==> src/design/mem_port_settings.svh <==
/* Global settings of the memory-port bridge: port count, widths,
   async FIFO depth, synchronizer depth and address-rule bounds */
`ifndef MEM_PORT_SETTINGS_SVH
`define MEM_PORT_SETTINGS_SVH

// Requester ports
`define MP_NUM_PORTS 2

// Payload widths
`define MP_ADDR_W 32
`define MP_DATA_W 32

// Async FIFO geometry with depth 2**MP_LOG_DEPTH
`define MP_LOG_DEPTH   1
`define MP_SYNC_STAGES 2

// Address rules with inclusive base and exclusive end
`define MP_R0_BASE 32'h1000_0000
`define MP_R0_END  32'h2000_0000
`define MP_R1_BASE 32'h8000_0000
`define MP_R1_END  32'h8800_0000

`endif
==> src/design/gray_fifo_src.sv <==
/* Source half of a gray-pointer async FIFO with read-pointer synchronizer */
`timescale 1ns/10ps
`include "mem_port_settings.svh"

module gray_fifo_src #(
  parameter type T         = logic,
  parameter int  LOG_DEPTH = 1
) (
  input  logic                      clk_i,
  input  logic                      arst_n_i,
  input  logic                      valid_i,
  output logic                      ready_o,
  input  T                          data_i,
  output T [(2**LOG_DEPTH)-1:0]     async_data_o,
  output logic [LOG_DEPTH:0]        async_wptr_o,
  input  logic [LOG_DEPTH:0]        async_rptr_i
);

  localparam int DEPTH = 2**LOG_DEPTH;

  typedef logic [LOG_DEPTH:0] ptr_t;

  // Full when the two top gray bits differ and the rest match
  localparam ptr_t FULL_MASK = ptr_t'(3) << (LOG_DEPTH - 1);

  T [DEPTH-1:0]  mem_q;
  ptr_t          wptr_bin_q, wptr_gray_q;
  ptr_t          wptr_bin_d;
  ptr_t          rptr_sync_q [`MP_SYNC_STAGES];
  logic          full, write;

  function automatic ptr_t bin2gray(ptr_t b);
    return b ^ (b >> 1);
  endfunction

  assign full       = (wptr_gray_q == (rptr_sync_q[`MP_SYNC_STAGES-1] ^ FULL_MASK));
  assign ready_o    = !full;
  assign write      = valid_i && !full;
  assign wptr_bin_d = wptr_bin_q + ptr_t'(1);

  // ------------------------------
  // Write side
  // ------------------------------
  always_ff @(posedge clk_i or negedge arst_n_i) begin
    if (!arst_n_i) begin
      wptr_bin_q  <= '0;
      wptr_gray_q <= '0;
    end else if (write) begin
      wptr_bin_q  <= wptr_bin_d;
      wptr_gray_q <= bin2gray(wptr_bin_d);
    end
  end

  always_ff @(posedge clk_i) begin
    if (write) begin
      mem_q[wptr_bin_q[LOG_DEPTH-1:0]] <= data_i;
    end
  end

  // Read pointer from the other domain
  always_ff @(posedge clk_i or negedge arst_n_i) begin
    if (!arst_n_i) begin
      for (int s = 0; s < `MP_SYNC_STAGES; s++) begin
        rptr_sync_q[s] <= '0;
      end
    end else begin
      rptr_sync_q[0] <= async_rptr_i;
      for (int s = 1; s < `MP_SYNC_STAGES; s++) begin
        rptr_sync_q[s] <= rptr_sync_q[s-1];
      end
    end
  end

  assign async_data_o = mem_q;
  assign async_wptr_o = wptr_gray_q;

  a_gray_step: assert property (@(posedge clk_i) disable iff (!arst_n_i)
    1'b1 |=> $countones(wptr_gray_q ^ $past(wptr_gray_q)) <= 1);

  a_no_write_full: assert property (@(posedge clk_i) disable iff (!arst_n_i)
    full |=> $stable(wptr_gray_q));

endmodule

==> config.mk <==
export PLATFORM = sky130hd
export DESIGN_NAME = gray_fifo_src
export DESIGN_NICKNAME = d
export VERILOG_FILES = /design/src/design/gray_fifo_src.sv
export VERILOG_INCLUDE_DIRS = /design/src /design/src/design
export SDC_FILE = /design/constraint.sdc
export NUM_CORES = 1
export LEC_CHECK = 0
export BUFFER_PORTS_ARGS = -buffer_cell sky130_fd_sc_hd__buf_2
export CAP_MARGIN = 20
export CORE_AREA = 2 2 39 41
export DETAILED_ROUTE_END_ITERATION = 10
export DIE_AREA = 0 0 41 43
export GPL_TIMING_DRIVEN = 0
export SLEW_MARGIN = 30
export SYNTH_ARGS = -nofsm -noshare
export SYNTH_HDL_FRONTEND = slang
export SYNTH_SLANG_ARGS = --single-unit
==> constraint.sdc <==
create_clock -name clk_i -period 3.2 [get_ports clk_i]
set_input_delay 0.64 -clock clk_i [delete_from_list [all_inputs] [get_ports clk_i]]
set_output_delay 0.64 -clock clk_i [all_outputs]
set_load 0.05 [all_outputs]
==> summary.txt, run 1 <==
Placement
  – Setup WS pre-CTS: 1461 ps
  – DP Cell Count: 55
  – HPWL after detailed placement: 411.3 um
  – Port Buffers: 10
  – GP Congestion: 0.5938

Synthesis
  – Post-synth cell types: 14
  – Yosys top cell area share: 50.54%
  – Post-synth top area cell: dfrtp_1
  – Syn Nets: 35
  – Syn Std Cell Area: 346.6 um^2
  – Post-Synthesis Cells: 29
  – #FFs+latches synth: 9
  – Average size of a mapped cell: 11.95 um^2
  – Synth area leaders: dfrtp_1 (51%), edfxtp_1 (17%), xnor2_1 (7.6%)
  – Warnings from Yosys: 0
  – Seq/Total Area, Yosys: 67.87%

Clock tree
  – Root buffer cell: clkbuf_4
  – CTS clk-pin slew, worst paths: 50 ps
  – H-tree lvl count: 1
  – CTS tree: built
  – Clock latency on the worst-skew pair: 250 ps
  – # clock sinks: 9
  – Post-CTS Setup Inserts: 0
  – Post-CTS sizing: 0
  – Hold buffer count at cts: 0
  – CTS Buffer Depth: 2
  – CTS buffer count: 3

Route
  – DR pass1 iterations: 4
  – WL final: 491 um
  – Wire per inst: 8.322 um
  – DRT iter0 DRCs: 3
  – DRC Markers: 0
  – Via density: 4.153
  – Final ANT Viol Nets: 0
  – Via count: 245

Timing
  – Final Hold Fails: 0
  – Final setup vio count: 0
  – Minimum clock period: 1996 ps
  – Max_slew headroom: 81.25%
  – Final worst slack: 1204 ps
  – RSZ-0062 raised after global routing: false
  – Fin Setup TNS: 0 ps
  – Fmax: 0.5010 GHz
  – Fin crit share: 62.38%
  – Tightest Pin Transition: 279.3 ps
  – Final Max Slew Viols: 0
  – Clock skew: 0.2968 ps

Power
  – Sequential power share: 38.7%
  – Total power: 0.4394 mW
  – Clock share of power: 18.6%
  – Sw Pwr: 0.1867 mW
  – Combinational share of power: 42.6%
  – Maximum vdd drop: 0.3246 mV
  – Pleak: 0.2049 nW
  – Internal power: 0.2527 mW
  – Sw Ratio: 42.49%
  – PwrDens: 992.0 nW/um^2

Final layout
  – Ant. Diodes: 0
  – Area grow syn2layout: 27.80%
  – Commonest cells after routing, fill and taps aside: buf_2 (10), dfrtp_1 (7)
  – Final nets: 50
  – FF/Latch Area: 235.2 um^2
  – Area of the multi-input gates: 96.34 um^2
  – Most common cell after layout, fill and taps aside: buf_2
  – Fillers: 149
  – Share of cells above drive strength 1: 32.56%
  – Layout Utilization: 32.01%
  – Non-filler cells, final: 59

GRT
  – Largest net degree at the start of global routing: 8
  – Global-route usage over all layers: 7.582%
  – Initial antenna violation count: 0
  – First-pass GRT wire length: 828 um
  – Overflow after GRT: 0
  – Vias in the first global route: 226

Hold path
  – Worst hold path class: input pin to asynchronous set/reset pin

Setup path
  – CP delay by family, top: flip-flops
  – Critical-path top delay cell: dfrtp_1
  – Worst EP arrival: 1360 ps
  – CP max FO: 4
  – Critical Setup Path Class: register to output port
  – Setup crit end kind: output port
  – Crit path buffers/inverters: 2
  – R2r setup slk: 1940 ps
  – Cells along the critical path: xnor2_1, nor2_1, inv_1, buf_2
  – CP startpoint kind: register
  – CP Data Required Time: 2560 ps
  – CP max stage delay: 410 ps

Floorplanning
  – Initial Util: 25.05%
  – DIE AREA: 1763 um^2
  – Rows: 14
  – Total core area: 1384 um^2
  – Die Ht: 43 um
  – Io pins: 11
  – Die W: 41 um

Flow run
  – Max cap viols: 0

Run status
  – Status: finished clean
==> per-stage QoR <==
| stage | hold slack (ps) | cell area, um^2 |
|---|---|---|
| after global routing | 206.5 | 442.9 |
| after floorplan | 331.2 | 346.6 |
| after global placement | 331.3 | 416.7 |
| after detailed placement | 336.5 | 416.7 |
| final | 204.3 | 442.9 |
| after CTS | 199.5 | 442.9 |
==> cell type report <==
type	count	area share, %
Sequential cell	9	53.11
Multi-Input combinational cell	17	21.75
Clock buffer	4	5.932
Inverter	2	1.695
Timing Repair Buffer	10	11.30
Tap cell	16	4.520
Buffer	1	1.695
==> logic make-up (layout without fill, tap and decap cells) <==
family                    Yosys count  after routing  share of synthesized area (%)
AOI/OAI and AO/OA                   5              5                          8.301
buffers and inverters               3             17                          4.334
DFF                                 9              9                          67.87
and+or+nand+nor                     9              9                          11.91
xor gates and xnor gates            3              3                          7.583
==> final timing paths <==
kind                                  from               to  cells past startpoint
setup / recovery           async_wptr_o[0]          ready_o                      4
hold / removal                    arst_n_i    wptr_bin_q[0]                      1
setup reg to reg           async_wptr_o[0]  async_data_o[0]                      3
hold reg to reg             rptr_sync_q[2]   rptr_sync_q[0]                      0
max in group asynchronous         arst_n_i  async_wptr_o[0]                      1
min in group clk_i          rptr_sync_q[2]   rptr_sync_q[0]                      0
==> flip-flops by register name, summed over array words and instances (netlist names) <==
signal and count:
async_data_o 2, async_wptr_o 1, rptr_sync_q 4, wptr_bin_q 2
==> layer usage <==
layer,vias up,part of all wire [%],GRT usage [%]
met5,-,0,0
li1,124,-,-
met1,114,38,8.247
met2,7,55,10.00
met3,0,7.3,3.141
met4,0,0,8.000
==> power by group through the flow <==
stage               clock, mW  combinational [mW]  sequential (mW)
finish                 0.0818               0.187            0.170
floorplan                   0               0.116            0.206
CTS                    0.0868               0.191            0.171
global placement            0               0.188            0.171
global route           0.0924               0.202            0.175
detailed placement          0               0.190            0.173
==> synth_stat cells (all sizes together) <==
library cell,instances
a21oi,2
o21ai,2
nor2,3
nand2,3
nor3b,1
nor3,1
dfrtp,7
buf,1
edfxtp,2
nor2b,1
xnor2,3
inv,2
a211o,1
(Power assumes the default switching activity.)
==> run 2, diff against run 1 <==
==> constraint.sdc (replaced) <==
create_clock -name clk_i -period 1.8 [get_ports clk_i]
set_input_delay 0.36 -clock clk_i [delete_from_list [all_inputs] [get_ports clk_i]]
set_output_delay 0.36 -clock clk_i [all_outputs]
set_load 0.05 [all_outputs]
==> run 2 against run 1 <==
Largest power group unchanged. First-iteration DRC count rose by 100%. Sequential power rose by 80%. Clock-buffer cell count unchanged. Non-clock buffer count is 1 higher. Final cell count increased by 1.7%. Sequential cell count unchanged. Worst hold slack better by 8.8 ps. Critical path depth is the same. Critical path type unchanged. Routed wire length rose by 1.4%. Clock skew rose by 1.5 ps.
==> summary.txt, run 2 (synthesized netlist as in run 1, its figures left out) <==
Run status
  – Status: finished clean

Setup path
  – Worst EP arrival: 1290 ps (-70 ps)
  – Critical-path top delay cell: dfrtp_1
  – Cells along the critical path: xnor2_2, nor2_1, inv_1, buf_2
  – CP max FO: 4 (unchanged)
  – Critical Setup Path Class: register to output port
  – CP max stage delay: 430 ps (+20 ps)
  – Setup crit end kind: output port
  – CP Data Required Time: 1440 ps (-1120 ps)
  – R2r setup slk: 610 ps (-1330 ps)
  – CP startpoint kind: register

Route
  – DR pass1 iterations: 2 (-2)
  – Wire per inst: 8.300 um (-0.26%)
  – WL final: 498 um (+1.4%)
  – Via density: 4.000 (-3.7%)
  – DRT iter0 DRCs: 6 (+3)
  – Via count: 240 (-2.0%)
  – Final ANT Viol Nets: 0 (unchanged)
  – DRC Markers: 0 (unchanged)

Floorplanning
  – Die W: 41 um (unchanged)
  – Die Ht: 43 um (unchanged)
  – Io pins: 11 (unchanged)
  – Initial Util: 25.05% (unchanged)
  – DIE AREA: 1763 um^2 (unchanged)
  – Total core area: 1384 um^2 (unchanged)
  – Rows: 14 (unchanged)

Timing
  – Final worst slack: 154.0 ps (-1050 ps)
  – Minimum clock period: 1646 ps
  – Final Hold Fails: 0 (unchanged)
  – Max_slew headroom: 83.44% (+2.2 points)
  – Final setup vio count: 0 (unchanged)
  – RSZ-0062 raised after global routing: false
  – Hold Worst Slack: 213.1 ps (+8.805 ps)
  – Tightest Pin Transition: 250.1 ps (-29.21 ps)
  – Clock skew: 1.815 ps (+1.518 ps)
  – Fmax: 0.6075 GHz
  – Fin Setup TNS: 0 ps (unchanged)
  – Fin crit share: 91.45%
  – Final Max Slew Viols: 0 (unchanged)

Final layout
  – Most common cell after layout, fill and taps aside: buf_2
  – Share of cells above drive strength 1: 34.09% (+1.5 points)
  – Largest register FFs: 4 (unchanged)
  – Commonest cells after routing, fill and taps aside: buf_2 (10), dfrtp_1 (7), nor2_1 (3), nand2_1 (3), clkbuf_4 (3)
  – Ant. Diodes: 0 (unchanged)
  – Final nets: 51 (+2.0%)
  – Most flops, register: rptr_sync_q
  – Area grow syn2layout: 32.85%
  – Layout Utilization: 33.27% (+1.3 points)

GRT
  – Vias in the first global route: 225 (-0.44%)
  – First-pass GRT wire length: 841 um (+1.6%)
  – Largest net degree at the start of global routing: 8 (unchanged)
  – Overflow after GRT: 0 (unchanged)
  – Global-route usage over all layers: 7.684% (+0.10 points)
  – Initial antenna violation count: 0 (unchanged)

Placement
  – Port Buffers: 10 (unchanged)
  – Setup WS pre-CTS: 340.8 ps (-1120 ps)
  – GP Congestion: 0.5938 (unchanged)
  – HPWL after detailed placement: 411.3 um (unchanged)

Clock tree
  – # clock sinks: 9 (unchanged)
  – H-tree lvl count: 1 (unchanged)
  – Clock latency on the worst-skew pair: 250 ps (about the same)
  – CTS Buffer Depth: 2 (unchanged)
  – Root buffer cell: clkbuf_4
  – CTS tree: built
  – CTS buffer count: 3 (unchanged)
  – CTS clk-pin slew, worst paths: 50 ps (about the same)

Power
  – Sequential power share: 38.6% (about the same)
  – PwrDens: 1725 nW/um^2 (+74%)
  – Sw Pwr: 0.3369 mW (+80%)
  – Sw Ratio: 42.42% (-0.063 points)
  – Clock share of power: 18.5% (about the same)
  – Internal power: 0.4572 mW (+81%)
  – Maximum vdd drop: 0.5837 mV (+80%)
  – Combinational share of power: 43.0% (+0.4 points)
  – Pleak: 0.2146 nW (+4.7%)

Flow run
  – Max cap viols: 0 (unchanged)

Hold path
  – Worst hold path class: input pin to register
run 2: cell count changes in the layout (fill, tap and decap cells not counted):
cell	before	now
dlygate4sd3_1	0	1
xnor2_1	3	2
xnor2_2	0	1
run 2: timing repair:
action,4_1_cts,5_1_grt
buffers inserted,0,0
endpoints found under the setup margin,0,1
hold buffers,1,0
gates resized for setup,0,1
endpoints found under the hold margin,7,0
run 2: final cells by class:
class	instances	area, um^2
buffer	1	7.507
clock buffer	4	26.28
fill	147	923.4
inverter	2	7.507
multi-input combinational	17	103.9
sequential	9	235.2
tap	16	20.02
timing repair buffer	11	60.06
run 2: metrics by stage:
step	total power [mW]	cell area (um^2)	cells
2_1_floorplan	0.5735	346.6	29
3_3_place_gp	0.6383	416.7	55
3_5_place_dp	0.6454	416.7	55
4_1_cts	0.7986	452.9	60
5_1_grt	0.8481	460.4	60
6_report	0.7941	460.4	60
run 2: path summary, 6_finish.rpt:
| check | start | endpoint | cells past startpoint |
|---|---|---|---|
| min in group asynchronous | arst_n_i | wptr_bin_q[0] | 2 |
| min | async_rptr_i[1] | rptr_sync_q[3] | 1 |
| min reg2reg | rptr_sync_q[2] | rptr_sync_q[0] | 0 |
| max reg2reg | async_wptr_o[0] | async_data_o[0] | 3 |
| max in group asynchronous | arst_n_i | async_wptr_o[0] | 2 |
| max | async_wptr_o[0] | ready_o | 4 |
run 2: critical path: cells and delay by family, from the launching register on:
kind	cells	cell delay [ps]
xor gates and xnor gates	1	230
buffers and inverters	2	300
and+or+nand+nor	1	90
DFF	1	430
run 2: routing by layer:
metal / GRT usage (%) / part of all wire, % / wire length (um)
met3: 3.141 / 5.6 / 28
met4: 8.000 / 0 / 0
met5: 0 / 0 / 0
met2: 10.00 / 54 / 268
met1: 8.591 / 40 / 201
run 2: power groups by stage:
| stage | Sequential, mW | Clock, mW | Combinational [mW] |
|---|---|---|---|
| 2_1_floorplan | 0.367 | 0 | 0.207 |
| 3_3_place_gp | 0.304 | 0 | 0.334 |
| 3_5_place_dp | 0.307 | 0 | 0.339 |
| 4_1_cts | 0.303 | 0.154 | 0.341 |
| 5_1_grt | 0.315 | 0.164 | 0.368 |
| 6_report | 0.306 | 0.147 | 0.341 |
